### src/regmap_pkg.sv
// register map of the board control bank seen through the user SPI port
// one address space for reads and writes

package regmap_pkg;

    localparam int REG_DW = 16;     // register width
    localparam int REG_AW = 7;      // address bits of the command byte

    // one register write, en is a single cycle strobe
    typedef struct packed {
        logic              en;
        logic [REG_AW-1:0] addr;
        logic [REG_DW-1:0] data;
    } reg_wr_t;

    // ------------------------------
    // read only
    // ------------------------------
    localparam logic [REG_AW-1:0] A_FW_DATE_LO = 7'h00;
    localparam logic [REG_AW-1:0] A_FW_DATE_HI = 7'h01;
    localparam logic [REG_AW-1:0] A_FW_TIME_LO = 7'h02;
    localparam logic [REG_AW-1:0] A_FW_TIME_HI = 7'h03;
    localparam logic [REG_AW-1:0] A_LINK       = 7'h04;   // link bit per port
    // port n low half at base + 2n, high half at base + 2n + 1
    localparam logic [REG_AW-1:0] A_RXERR_BASE = 7'h08;

    // ------------------------------
    // PHY management
    // ------------------------------
    localparam logic [REG_AW-1:0] A_PHY_RST    = 7'h10;
    localparam logic [REG_AW-1:0] A_MDC        = 7'h11;
    localparam logic [REG_AW-1:0] A_MDIO_O     = 7'h12;
    localparam logic [REG_AW-1:0] A_MDIO_OE    = 7'h13;
    localparam logic [REG_AW-1:0] A_MDIO_I     = 7'h14;   // pin level, read only

    // scratch words for host access tests
    localparam logic [REG_AW-1:0] A_TEST_BASE  = 7'h20;
    localparam int                TEST_WORDS   = 4;

endpackage

### src/board_pkg.sv
// board level types shared by the SPI slave, the register bank and the top level
// port limits, PHY management levels and SPI slave enums

package board_pkg;

    // ------------------------------
    // ethernet ports
    // ------------------------------
    localparam int ETH_PORTS_MAX = 4;   // hard limit of the board

    // PHY management pin levels, as driven from the register bank
    typedef struct packed {
        logic [ETH_PORTS_MAX-1:0] phy_rst;  // one reset line per port
        logic                     mdc;      // bit-banged MDIO clock
        logic                     mdio_o;   // data level towards the PHY
        logic                     mdio_oe;  // 1 drives the MDIO pin
    } phy_mgmt_t;

    // ------------------------------
    // user SPI slave
    // ------------------------------
    // opcode sits in bit 7 of the command byte
    typedef enum logic {
        OP_READ  = 1'b0,
        OP_WRITE = 1'b1
    } spi_op_e;

    typedef enum logic [1:0] {
        ST_IDLE,        // CS high, waiting for a frame
        ST_CMD,         // shifting in the command byte
        ST_DATA_WR,     // shifting in write data
        ST_DATA_RD      // shifting out read data
    } spi_state_e;

endpackage
### src/spi_reg_slave.sv
// SPI mode 0 register slave, command byte then 16 data bits, MSB first
// pins are sampled in the clk125M domain, SCLK must stay slow against clk125M
`timescale 1ns/1ps

module spi_reg_slave (
    input  logic                          clk125M,
    input  logic                          rst_n_i,
    input  logic                          spi_clk_i,
    input  logic                          spi_cs_n_i,
    input  logic                          spi_mosi_i,
    output logic                          spi_miso_o,
    output regmap_pkg::reg_wr_t           reg_wr_o,
    output logic [regmap_pkg::REG_AW-1:0] rd_addr_o,
    input  logic [regmap_pkg::REG_DW-1:0] rd_data_i
);
    import board_pkg::*;
    import regmap_pkg::*;

    localparam int CMD_BITS   = 8;
    localparam int FRAME_BITS = CMD_BITS + REG_DW;
    localparam int CNT_W      = $clog2(FRAME_BITS + 1);

    logic [1:0]          sclk_s, cs_s, mosi_s;  // two flop synchronizers
    logic                sclk_d;
    logic                rise_q, fall_q, mosi_q, cs_q;
    spi_state_e          state;
    logic [CNT_W-1:0]    bit_cnt;               // SCLK rises in the frame
    logic [CMD_BITS-2:0] cmd_sr;
    logic [REG_AW-1:0]   addr_q;
    logic [REG_DW-1:0]   data_sr;
    logic                ld_rd;
    logic                miso_q;
    logic                wr_en;
    logic [REG_AW-1:0]   wr_addr;
    logic [REG_DW-1:0]   wr_data;

    // ------------------------------
    // pin sync and edge detect
    // ------------------------------
    always_ff @(posedge clk125M) begin
        if (!rst_n_i) begin
            sclk_s <= '0;
            cs_s   <= '1;
            mosi_s <= '0;
            sclk_d <= 1'b0;
            rise_q <= 1'b0;
            fall_q <= 1'b0;
            mosi_q <= 1'b0;
            cs_q   <= 1'b1;
        end else begin
            sclk_s <= {sclk_s[0], spi_clk_i};
            cs_s   <= {cs_s[0], spi_cs_n_i};
            mosi_s <= {mosi_s[0], spi_mosi_i};
            sclk_d <= sclk_s[1];
            rise_q <= sclk_s[1] & ~sclk_d;  // registered, one cycle behind the sync
            fall_q <= ~sclk_s[1] & sclk_d;
            mosi_q <= mosi_s[1];            // kept aligned with rise_q
            cs_q   <= cs_s[1];
        end
    end

    // ------------------------------
    // frame FSM
    // ------------------------------
    always_ff @(posedge clk125M) begin
        if (!rst_n_i) begin
            state   <= ST_IDLE;
            bit_cnt <= '0;
            ld_rd   <= 1'b0;
            miso_q  <= 1'b0;
            wr_en   <= 1'b0;
        end else begin
            ld_rd <= 1'b0;
            wr_en <= 1'b0;
            if (cs_q) begin
                state <= ST_IDLE;   // CS high aborts whatever was going on
            end else begin
                case (state)
                    ST_IDLE: begin
                        state   <= ST_CMD;
                        bit_cnt <= '0;
                    end
                    ST_CMD: if (rise_q) begin
                        bit_cnt <= bit_cnt + 1'b1;
                        if (bit_cnt == CNT_W'(CMD_BITS - 1)) begin
                            if (spi_op_e'(cmd_sr[CMD_BITS-2]) == OP_WRITE) begin
                                state <= ST_DATA_WR;
                            end else begin
                                state <= ST_DATA_RD;
                                ld_rd <= 1'b1;      // fetch once, addr_q is valid now
                            end
                        end
                    end
                    ST_DATA_WR: if (rise_q && bit_cnt != CNT_W'(FRAME_BITS)) begin
                        bit_cnt <= bit_cnt + 1'b1;
                        wr_en   <= (bit_cnt == CNT_W'(FRAME_BITS - 1));
                    end
                    ST_DATA_RD: if (fall_q) begin
                        miso_q <= data_sr[REG_DW-1];
                    end
                    default: state <= ST_IDLE;
                endcase
            end
        end
    end

    // shift registers and write payload
    always_ff @(posedge clk125M) begin
        if (state == ST_CMD && rise_q) begin
            cmd_sr <= {cmd_sr[CMD_BITS-3:0], mosi_q};
            if (bit_cnt == CNT_W'(CMD_BITS - 1)) begin
                addr_q <= {cmd_sr[CMD_BITS-3:0], mosi_q};
            end
        end
        if (ld_rd) begin
            data_sr <= rd_data_i;
        end else if (state == ST_DATA_RD && fall_q) begin
            data_sr <= {data_sr[REG_DW-2:0], 1'b0};
        end else if (state == ST_DATA_WR && rise_q) begin
            data_sr <= {data_sr[REG_DW-2:0], mosi_q};
        end
        if (state == ST_DATA_WR && rise_q && bit_cnt == CNT_W'(FRAME_BITS - 1)) begin
            wr_addr <= addr_q;
            wr_data <= {data_sr[REG_DW-2:0], mosi_q};
        end
    end

    assign reg_wr_o.en   = wr_en;
    assign reg_wr_o.addr = wr_addr;
    assign reg_wr_o.data = wr_data;
    assign rd_addr_o     = addr_q;
    assign spi_miso_o    = miso_q;

    // the host keeps CS low for a half period after the last rise, longer than the pipe
    a_wr_inside_frame: assert property (@(posedge clk125M) disable iff (!rst_n_i)
        !(wr_en && spi_cs_n_i));
    a_wr_single_cycle: assert property (@(posedge clk125M) disable iff (!rst_n_i)
        wr_en |=> !wr_en);

endmodule

### config.mk
export PLATFORM = sky130hd
export DESIGN_NAME = spi_reg_slave
export DESIGN_NICKNAME = d
export VERILOG_FILES = /design/src/regmap_pkg.sv /design/src/board_pkg.sv /design/src/spi_reg_slave.sv
export SDC_FILE = /design/constraint.sdc
export NUM_CORES = 1
export LEC_CHECK = 0
export BUFFER_PORTS_ARGS = -buffer_cell sky130_fd_sc_hd__buf_2
export CAP_MARGIN = 5
export CORE_MARGIN = 1
export CORE_UTILIZATION = 40
export DETAILED_ROUTE_END_ITERATION = 8
export GPL_TIMING_DRIVEN = 0
export HOLD_SLACK_MARGIN = 0.12
export PLACE_DENSITY = 0.65
export SKIP_LAST_GASP = 1
export SYNTH_ARGS = -nofsm -noshare
export SYNTH_HDL_FRONTEND = slang
export SYNTH_SLANG_ARGS = --single-unit
### constraint.sdc
create_clock -name clk125M -period 8.4 [get_ports clk125M]
set_input_delay 0.84 -clock clk125M [delete_from_list [all_inputs] [get_ports clk125M]]
set_output_delay 0.84 -clock clk125M [all_outputs]
set_load 0.005 [all_outputs]
-- Yosys cells after proc, flatten, opt, wreduce, memory -nomap -nowiden
Cells that the tools add are included.
- register bits: 74
- output and inout port bits: 32
- word-level logic and storage cells: 66
- equal/unequal tests: 9
- mux-type cells: 11
- bitwise gates (word level): 11
- reductions and logical operators: 16
- add/subtract/negate cells: 1
- operators with widths (cell ; number):
    $mux 16 ; 3
    $pmux 5 s3 ; 1
    $mux 5 ; 2
    $not 1->1 ; 9
    $ne 2x2->1 const B ; 3
    $reduce_and 3->1 ; 2
    $reduce_bool 3->1 ; 2
    $add 5x1->5 const B ; 1
    $eq 5x3->1 const B ; 1
    $eq 5x5->1 const B ; 1
    $logic_and 1x1->1 ; 5
    $ne 5x5->1 const B ; 1
    $reduce_or 5->1 ; 1
    $eq 2x2->1 const B ; 2
    $mux 2 ; 2
    $pmux 2 s2 ; 1
    $reduce_and 4->1 ; 1
    $reduce_or 4->1 ; 1
    $and 1x1->1 ; 2
    $eq 2x1->1 const B ; 1
    $logic_not 2->1 ; 1
    $mux 1 ; 2
    $reduce_and 2->1 ; 1
    $reduce_bool 2->1 ; 1
    $reduce_or 2->1 ; 1

-- Longest topological paths before layout
Gate-level depths: netlist (run 1).
- depth in word-level cells: 5
- gate-level depth with buffers: 6
- depth with buffers taken out: 6

-- Worst setup path after synthesis (run 1)
Ideal clock, no wire load.
- kind: reg-to-reg
- start point: reg state[0]
- end point: reg wr_addr[0] (enable)
- arrival time: 2397 ps
- library setup time: 432 ps
- stages on the path, launching flop included: 5
- path slack: 5571 ps
- data required time: 7968 ps
- buffers on the path: 0
- clock period less this slack: 2829 ps
- cells stage by stage: dfxtp_1 -> inv_1 -> ha_1 -> nand2_1 -> nor3_1
- word-level cells in the longest chain between the ends: 3
- ends and longest elaborated chain (item ; RTL line ; text):
    from (decl) ; spi_reg_slave.sv:26 ; spi_state_e state;
    from (signal assigned) ; spi_reg_slave.sv:67 ; state <= ST_IDLE;
    from (signal assigned) ; spi_reg_slave.sv:76 ; state <= ST_IDLE;
    from (signal assigned) ; spi_reg_slave.sv:80 ; state <= ST_CMD;
    $eq 2x2->1 ; spi_reg_slave.sv:122 ; if (state == ST_DATA_WR && rise_q && bit_cnt == CNT_W'(FRAME_BITS - 1)) begin
    $logic_and 1x1->1 (2 in series) ; spi_reg_slave.sv:122 ;
    to (signal assigned) ; spi_reg_slave.sv:123 ; wr_addr <= addr_q;
    to (decl) ; spi_reg_slave.sv:34 ; logic [REG_AW-1:0] wr_addr;
No other way between the ends.
A chain may end at the register's enable or synchronous reset.

-- Final worst setup path (run 1)
- start point: reg state[0]
- end point: reg wr_data[13] (enable)
- word-level cells in the longest chain between the ends: 3
- ends and longest elaborated chain (item ; RTL line ; text):
    $eq 2x2->1 ; spi_reg_slave.sv:122 ;
    $logic_and 1x1->1 (2 in series) ; spi_reg_slave.sv:122 ;
    to (signal assigned) ; spi_reg_slave.sv:124 ; wr_data <= {data_sr[REG_DW-2:0], mosi_q};
    to (decl) ; spi_reg_slave.sv:35 ; logic [REG_DW-1:0] wr_data;
No other way between the ends.

==> flow_summary.toml, run 1 <==
[status]
status = "finished with violations"
violations = "DRC"

[worst_setup_path]
end_kind = "register"
startpoint_type = "register"
worstPathMaxFanout = 12
crit_type = "reg2reg"
arrival_ps = 2250
required_ps = 8450

[drt]
drtIter0Drc = 60
wl_met1_um = 1942
viasPerCell = 4.741
met3_length_um = 275
postRouteAntennaNets = 0
drc = 8
drt-total-wl_um = 4265
top_layer_used = "met4"
wl_per_cell_um = 13.45
dr.pass1.iters = 8
route.met2.wl_um = 1987
vias = 1503

[logic_synthesis]
syn-cell-area_um2 = 2726
synth_edf_count = 53
seq_area_frac_synth_pct = 73.80
ys_seq_elements = 74
syn_inst = 171
synth_top_area_share_pct = 58.38
async_reset_ff_share_pct = 0
avgSynthCellArea_um2 = 15.94
yosysWarnings = 0
synth_fp_nets = 199
synth_cell_types = 34
synth_area_leaders = "edfxtp_1, dfxtp_1, mux2_2"
yosysTopAreaCell = "edfxtp_1"
synth_flop_cell = "edfxtp_1"

[clock_tree]
cts-resized-gates = 0
cts_inserted_buffers = 9
holdBufCountCts = 0
clock-root-buffer = "clkbuf_8"
worst_setup_hold_path_clk_slew_ps = 70
cts_setup_buffers = 0
clkSinkCount = 74
htreeDepth = 3
cts_tree = "yes"
cts.path.max_buffers = 2
clk_latency_ps = 340

[place]
portBuffers = 52
dp_hpwl_um = 3034
pre_cts_ws_ps = 6151
gp_congestion = 0.7730

[grt]
grt_pass1_wl_um = 6617
track_usage_pct = 12.43
grt_pass1_vias = 1405
grt-ovfl-total = 0
grt_max_degree = 17
antenna_found_initial = 0

[cells_and_area]
area_growth_pct = 21.02
layout_common_cells = "buf_2, edfxtp_1, dfxtp_1"
num-fill-cells = 565
regArea_um2 = 2012
multi_input_area_um2 = 664.4
drive_above_1_share_pct = 40.00
antenna_cells = 0
nNetsFinal = 263
final_common_cell = "buf_2"

[floorplan]
num_io_pins = 53
core_um2 = 6459
design.die.area_um2 = 7150
fp.dieH_um = 84.56
die_w_um = 84.56
rows = 29
start_util_pct = 42.21

[sta]
rsz0062_at_grt = "false"
skew_ps = 7.081
finalCritPeriodShare_pct = 26.15
relSlewSlack_pct = 34.02
setup_violations = 0
tightest_slew_ps = 984.3
hold_viol = 0
hold_ws_ps = 410.2
max_freq_ghz = 0.4552
fin_crit_ps = 2197
fin_tns_setup_ps = 0
slew_violations = 0
final.setup.worst_slack_ps = 6203

[power]
peakVddDrop_mv = 0.1051
p_leak_uw = 0.001229
p_per_area_nw_per_um2 = 200.9

[job]
maxCapViolations = 0

[hold_path]
hold_class = "reg2reg"
## metrics by stage
stage	std cells	power (uW)	cell area, um^2	util [%]
2_1_floorplan	171	400.5	2726	-
3_3_place_gp	300	406.4	3083	47.73
3_5_place_dp	301	406.6	3099	47.99
4_1_cts	317	669.0	3299	51.08
5_1_grt	317	686.1	3299	51.08
6_report	317	662.8	3299	51.08
## final timing paths
| check | startpoint | end | slack [ps] | cells past startpoint |
|---|---|---|---|---|
| max | state[0] | wr_data[13] | 6200 | 5 |
| min | cs_s[0] | cs_s[1] | 410 | 1 |
| min reg2reg | cs_s[0] | cs_s[1] | 410 | 1 |
| max reg2reg | state[0] | wr_data[13] | 6200 | 5 |
## area by class of cell
class	instances	area share [%]
Sequential cell	74	60.98
Multi-Input combinational cell	85	20.14
Timing Repair Buffer	53	8.229
Clock buffer	13	5.461
Tap cell	77	2.920
Buffer	5	0.8722
Inverter	7	0.7964
Clock inverter	3	0.6068
## cells by family after synthesis
group                    share of synthesized area [%]
buffers and inverters                            2.019
multiplexers                                     6.195
adder cells (fa/ha/maj)                          3.212
AND/OR/NAND/NOR                                  10.74
flip-flops                                       73.80
AO/OA/AOI/OAI                                    4.038
## routing by layer
| layer | vias up | track usage, % |
|---|---|---|
| met4 | 0 | 5.085 |
| met3 | 9 | 5.310 |
| met5 | - | 0 |
| li1 | 748 | - |
| met2 | 48 | 18.92 |
| met1 | 698 | 15.68 |
## critical path, stage by stage (launching register included)
cell and delay, ps:
dfxtp_1 360, inv_1 100, ha_1 250, nand2_1 140, nor3_2 800, buf_6 260
## sequential cells by signal, summed over array words and instances (netlist names), 2 cells and up
signal / count
data_sr: 16
wr_data: 16
cmd_sr: 7
rd_addr_o: 7
wr_addr: 7
bit_cnt: 5
cs_s: 2
mosi_s: 2
sclk_s: 2
state: 2
## cells in the mapped netlist, types with 2 or more instances
master and count:
nand3_1 4, o21ai_0 3, nor3_1 2, and2_1 7, edfxtp_1 53, nand3b_1 2, ha_1 7, nor2b_1 2
nor3b_1 2, inv_1 6, buf_2 2, nand2b_1 5, mux2_2 15, nand2_1 14, nor2_1 4, a21oi_1 3
a31oi_1 2, dfxtp_1 21, buf_4 2
## power by group
group / internal [uW] / total (uW) / switching [uW]
clock: 141 / 264 / 124
combinational: 5.27 / 9.54 / 4.27
sequential: 388 / 389 / 0.895
total: 534 / 663 / 129
Power figures use the tool's default switching activity.
==> run 2: changes to the inputs <==
Settings changed: ABC_AREA from default to 1, PLACE_DENSITY 0.65 to 0.67.
Clock period 8.4 ns to 1.9 ns, I/O delays scaled along.
==> run 2 against run 1 <==
Effect of this change:
- the flow now finishes without violations
- synthesized area increased by 1.5%
- non-clock buffer count increased by 16
- critical path depth unchanged
- synthesized cell count increased by 34%
- critical path type unchanged
- critical endpoint is now wr_data[2]
- largest power group unchanged
==> flow_summary.toml, run 2 <==
[status]
status = "completed"

[place]
portBuffers = 52
gp_congestion = 0.7686
place_area_um2 = 3127
dp_hpwl_um = 3161

[cells_and_area]
area_growth_pct = 28.89
final_area_um2 = 3567
num-fill-cells = 566
antenna_cells = 0
final_common_cell = "nand2_1"
regArea_um2 = 2012
multi_input_area_um2 = 670.6
finalCoreUtilization_pct = 54.62
nNetsFinal = 337
layout_common_cells = "nand2_1, buf_2, edfxtp_1"
largestRegisters = "data_sr x16, wr_data x16"
drive_above_1_share_pct = 27.71

[grt]
antenna_found_initial = 0
grt_pass1_vias = 1740
grt_max_degree = 17
grt-ovfl-total = 0
track_usage_pct = 15.29
grt_pass1_wl_um = 8238

[worst_setup_path]
required_ps = 1930
worstPathMaxFanout = 11
arrival_ps = 1810
end_kind = "register"
startpoint_type = "register"
crit_type = "reg2reg"

[sta]
setup_violations = 0
hold_viol = 0
max_freq_ghz = 0.5610
slew_violations = 0
finalCritPeriodShare_pct = 93.81
tightest_slew_ps = 430.8
fin_crit_ps = 1782
hold_ws_ps = 141.6
relSlewSlack_pct = 71.28
skew_ps = 7.862
rsz0062_at_grt = "false"

[drt]
viasPerCell = 4.647
drt-total-wl_um = 4921
wl_per_cell_um = 12.59
postRouteAntennaNets = 0
drc = 0
vias = 1817
dr.pass1.iters = 4
drtIter0Drc = 96

[logic_synthesis]
synth_cell_types = 26
yosysWarnings = 0
syn_inst = 229
avgSynthCellArea_um2 = 12.09
synth_common_cells = "nand2_1, edfxtp_1, dfxtp_1, inv_1, nand3_1"
async_reset_ff_share_pct = 0
synth_flop_cell = "edfxtp_1"
yosysTopAreaCell = "edfxtp_1"
syn-cell-area_um2 = 2768
synth_edf_count = 53
synth_top_area_share_pct = 57.50
synth_fp_nets = 257
seq_area_frac_synth_pct = 72.69
synth.most_common_cell = "nand2_1"
ys_seq_elements = 74
synth_area_leaders = "edfxtp_1, dfxtp_1, nand2_1"

[job]
maxCapViolations = 0

[floorplan]
core_um2 = 6531
fp.dieH_um = 85.18
num_io_pins = 53
rows = 29
die_w_um = 85.18
design.die.area_um2 = 7256
start_util_pct = 42.38

[clock_tree]
clkSinkCount = 74
cts.path.max_buffers = 2
cts_tree = "yes"
worst_setup_hold_path_clk_slew_ps = 80
clk_latency_ps = 350
clock-root-buffer = "clkbuf_8"
htreeDepth = 3
cts_inserted_buffers = 9

[power]
p_leak_uw = 0.001485
peakVddDrop_mv = 0.5252
p_per_area_nw_per_um2 = 912.6

[hold_path]
hold_class = "in2reg"
-- run 2: cell count changes after synthesis, moves of 3 or more --
cell,delta
a21oi_1,+4
nor2_1,+6
nand2b_1,-5
nand2_1,+62
nand3_1,+7
inv_1,+13
or2_2,+3
and2_1,-6
mux2_2,-15
-- run 2: cell families (layout without fill, tap and decap cells) --
group           Yosys count  count (layout)  synth area share, %
fa+ha+maj                 7               7                3.164
flops                    74              74                72.69
simple gates            111             112                17.90
buf+inv                  27             111                4.204
compound gates           10              10                2.034
-- run 2: cell type report --
type	instances	area share, %
Buffer	6	1.052
Timing Repair Buffer	68	12.07
Clock inverter	6	3.192
Inverter	21	2.210
Tap cell	77	2.701
Clock buffer	10	3.578
Sequential cell	74	56.40
Multi-Input combinational cell	129	18.80
-- run 2: critical path, cell delays in order (launching register included) --
cell,delay (ps)
dfxtp_1,410
ha_1,270
nand2_1,80
nor2_1,150
nand2_1,210
nor2_4,330
-- run 2: final timing paths --
| path | start | end | slack [ps] | cells after the start |
|---|---|---|---|---|
| hold / removal | rd_data_i[13] | data_sr[13] | 140 | 3 |
| setup / recovery | bit_cnt[0] | wr_data[2] | 120 | 5 |
| hold reg to reg | sclk_d | rise_q | 410 | 1 |
| setup reg to reg | bit_cnt[0] | wr_data[2] | 120 | 5 |
-- run 2: what timing repair did --
| item | in CTS | in global routing |
|---|---|---|
| pin swaps | 1 | 1 |
| hold buffers | 15 | 0 |
| setup buffers | 0 | 1 |
| cloned | 1 | 0 |
| endpoints found under the setup margin | 39 | 28 |
| gates resized for setup | 3 | 1 |
| endpoints found under the hold margin | 16 | 0 |
-- run 2: power by group --
group	switching [uW]	total [uW]	internal, uW
combinational	31.8	79.7	47.9
sequential	8.79	1730	1720
clock	573	1450	877
-- run 2: stage by stage --
stage,setup TNS [ps],total power [uW],cells,setup slack [ps]
after detailed placement,-10520,1819,358,-413.8
after global routing,0,3374,391,4.915
final,0,3255,391,117.5
after global placement,-8554,1816,358,-347.2
after floorplan,0,1788,229,0.02298
after CTS,0,3292,390,35.85
-- run 2: routing by layer --
layer | global-route usage (%) | wire length [um]
met5 | 0 | 0
met4 | 7.858 | 61
met3 | 5.447 | 239
met2 | 23.61 | 2372
met1 | 19.02 | 2248
==> run 3: changes to the inputs <==
Settings changed: CTS_BUF_LIST from default to sky130_fd_sc_hd__clkbuf_8.
==> run 3 against run 2 <==
Effect of this change:
- sequential share of layout area unchanged
- highest routed layer unchanged
- non-clock buffer count is the same
- first-iteration DRC count did not move
- sequential cell count unchanged
- register-to-register slack about the same
- largest power group unchanged
- die area unchanged
- count of clock-buffer cells in the layout decreased by 1
- cell area unchanged
- hold slack about the same
- combinational power is essentially flat
==> flow_summary.toml, run 3 (synthesis results as in run 2) <==
[worst_setup_path]
endpoint = "wr_data[2]"
crit_type = "reg2reg"
reg2regPathDepth = 5
reg2reg_from = "bit_cnt[0]"
arrival_ps = 1810
worstPathMaxFanout = 11
crit_start = "bit_cnt[0]"
worstReg2RegEnd = "wr_data[2]"
end_kind = "register"
startpoint_type = "register"
reg2reg_slack_ps = 120
required_ps = 1930

[sta]
slew_violations = 0
tightest_slew_ps = 430.7
skew_ps = 8.122
max_freq_ghz = 0.5609
finalCritPeriodShare_pct = 93.83
hold_viol = 0
setup_violations = 0
rsz0062_at_grt = "false"
relSlewSlack_pct = 71.28
fin_crit_ps = 1783

[clock_tree]
htreeDepth = 3
cts.path.max_buffers = 2
clock-root-buffer = "clkbuf_8"
worst_setup_hold_path_clk_slew_ps = 80
cts_tree = "yes"
cts_inserted_buffers = 9
clkSinkCount = 74
clk_latency_ps = 350

[floorplan]
fp.dieH_um = 85.18
num_io_pins = 53
rows = 29
die_w_um = 85.18
core_um2 = 6531
start_util_pct = 42.38
design.die.area_um2 = 7256

[power]
finalPower_uw = 3250
peakVddDrop_mv = 0.5252
p_per_area_nw_per_um2 = 911.1
p_leak_uw = 0.001490

[drt]
drc = 0
drt-total-wl_um = 4921
postRouteAntennaNets = 0
dr.pass1.iters = 4
drtIter0Drc = 96
viasPerCell = 4.647
vias = 1817
wl_per_cell_um = 12.59

[cells_and_area]
area_growth_pct = 28.89
nNetsFinal = 337
antenna_cells = 0
layout_common_cells = "nand2_1, buf_2, edfxtp_1"
final_common_cell = "nand2_1"
drive_above_1_share_pct = 27.71
largestRegisters = "data_sr x16, wr_data x16"
finalCoreUtilization_pct = 54.62

[job]
maxCapViolations = 0

[grt]
antenna_found_initial = 0
grt-ovfl-total = 0
grt_pass1_vias = 1740
track_usage_pct = 15.29
grt_pass1_wl_um = 8238
grt_max_degree = 17

[status]
status = "completed"

[place]
gp_congestion = 0.7686
dp_hpwl_um = 3161
portBuffers = 52

[hold_path]
hold_class = "in2reg"
min-delay-start = "rd_data_i[13]"
## run 3: cell types whose count changed in the layout (fill, tap and decap cells not counted)
cell / previous run / this run
clkbuf_1: 2 / 1
inv_1: 19 / 20
## run 3: cell type report
| cell class | count | area (um^2) |
|---|---|---|
| Buffer | 6 | 37.54 |
| Clock inverter | 7 | 117.6 |
| Multi-Input combinational cell | 129 | 670.6 |
| Tap cell | 77 | 96.34 |
| Timing Repair Buffer | 68 | 430.4 |
| Clock buffer | 9 | 123.9 |
| Fill cell | 566 | 2964 |
| Inverter | 21 | 78.83 |
| Sequential cell | 74 | 2012 |
## run 3: worst max-delay path, stage by stage, from the launching register on
cell and delay (ps):
dfxtp_1 410, ha_1 270, nand2_1 80, nor2_1 150, nand2_1 210, nor2_4 330
## run 3: layer usage
metal	global-route usage [%]	wire length, um	vias up
met1	19.02	2240	847
li1	-	-	921
met5	0	0	-
met2	23.61	2372	45
met4	7.858	61	0
met3	5.447	246	4
## run 3: how the worst min path moves through the flow
| stage | endpoint | slack (ps) | cells after the start |
|---|---|---|---|
| 3_5_place_dp | mosi_s[0] | 380 | 3 |
| 5_1_grt | data_sr[8] | 150 | 3 |
| 3_3_place_gp | mosi_s[0] | 370 | 3 |
| 2_1_floorplan | mosi_s[0] | 290 | 2 |
| 6_report | data_sr[13] | 140 | 3 |
| 4_1_cts | data_sr[13] | 120 | 3 |
## run 3: power breakdown
group	internal, uW	switching [uW]
Combinational	47.9	31.9
Sequential	1720	8.79
Clock	871	573
Total	2640	614
## run 3: repair_timing
| action | in CTS | in global routing |
|---|---|---|
| gates resized for setup | 3 | 1 |
| hold buffers | 15 | 0 |
| endpoints found under the hold margin | 16 | 0 |
| cloned | 1 | 0 |
| endpoints found under the setup margin | 39 | 28 |
| buffers inserted | 0 | 1 |
| pin swaps | 1 | 1 |
## run 3: stage by stage
stage	instance area [um^2]	cells	worst slack, ps	setup TNS, ps	hold slack, ps
after floorplan	2770	229	0.02298	0	287.6
after CTS	3540	390	35.85	0	123.9
final	3567	391	117.2	0	141.6
after global routing	3567	391	5.436	0	145.4
after global placement	3127	358	-347.2	-8554	372.7
after detailed placement	3127	358	-413.8	-10520	375.2
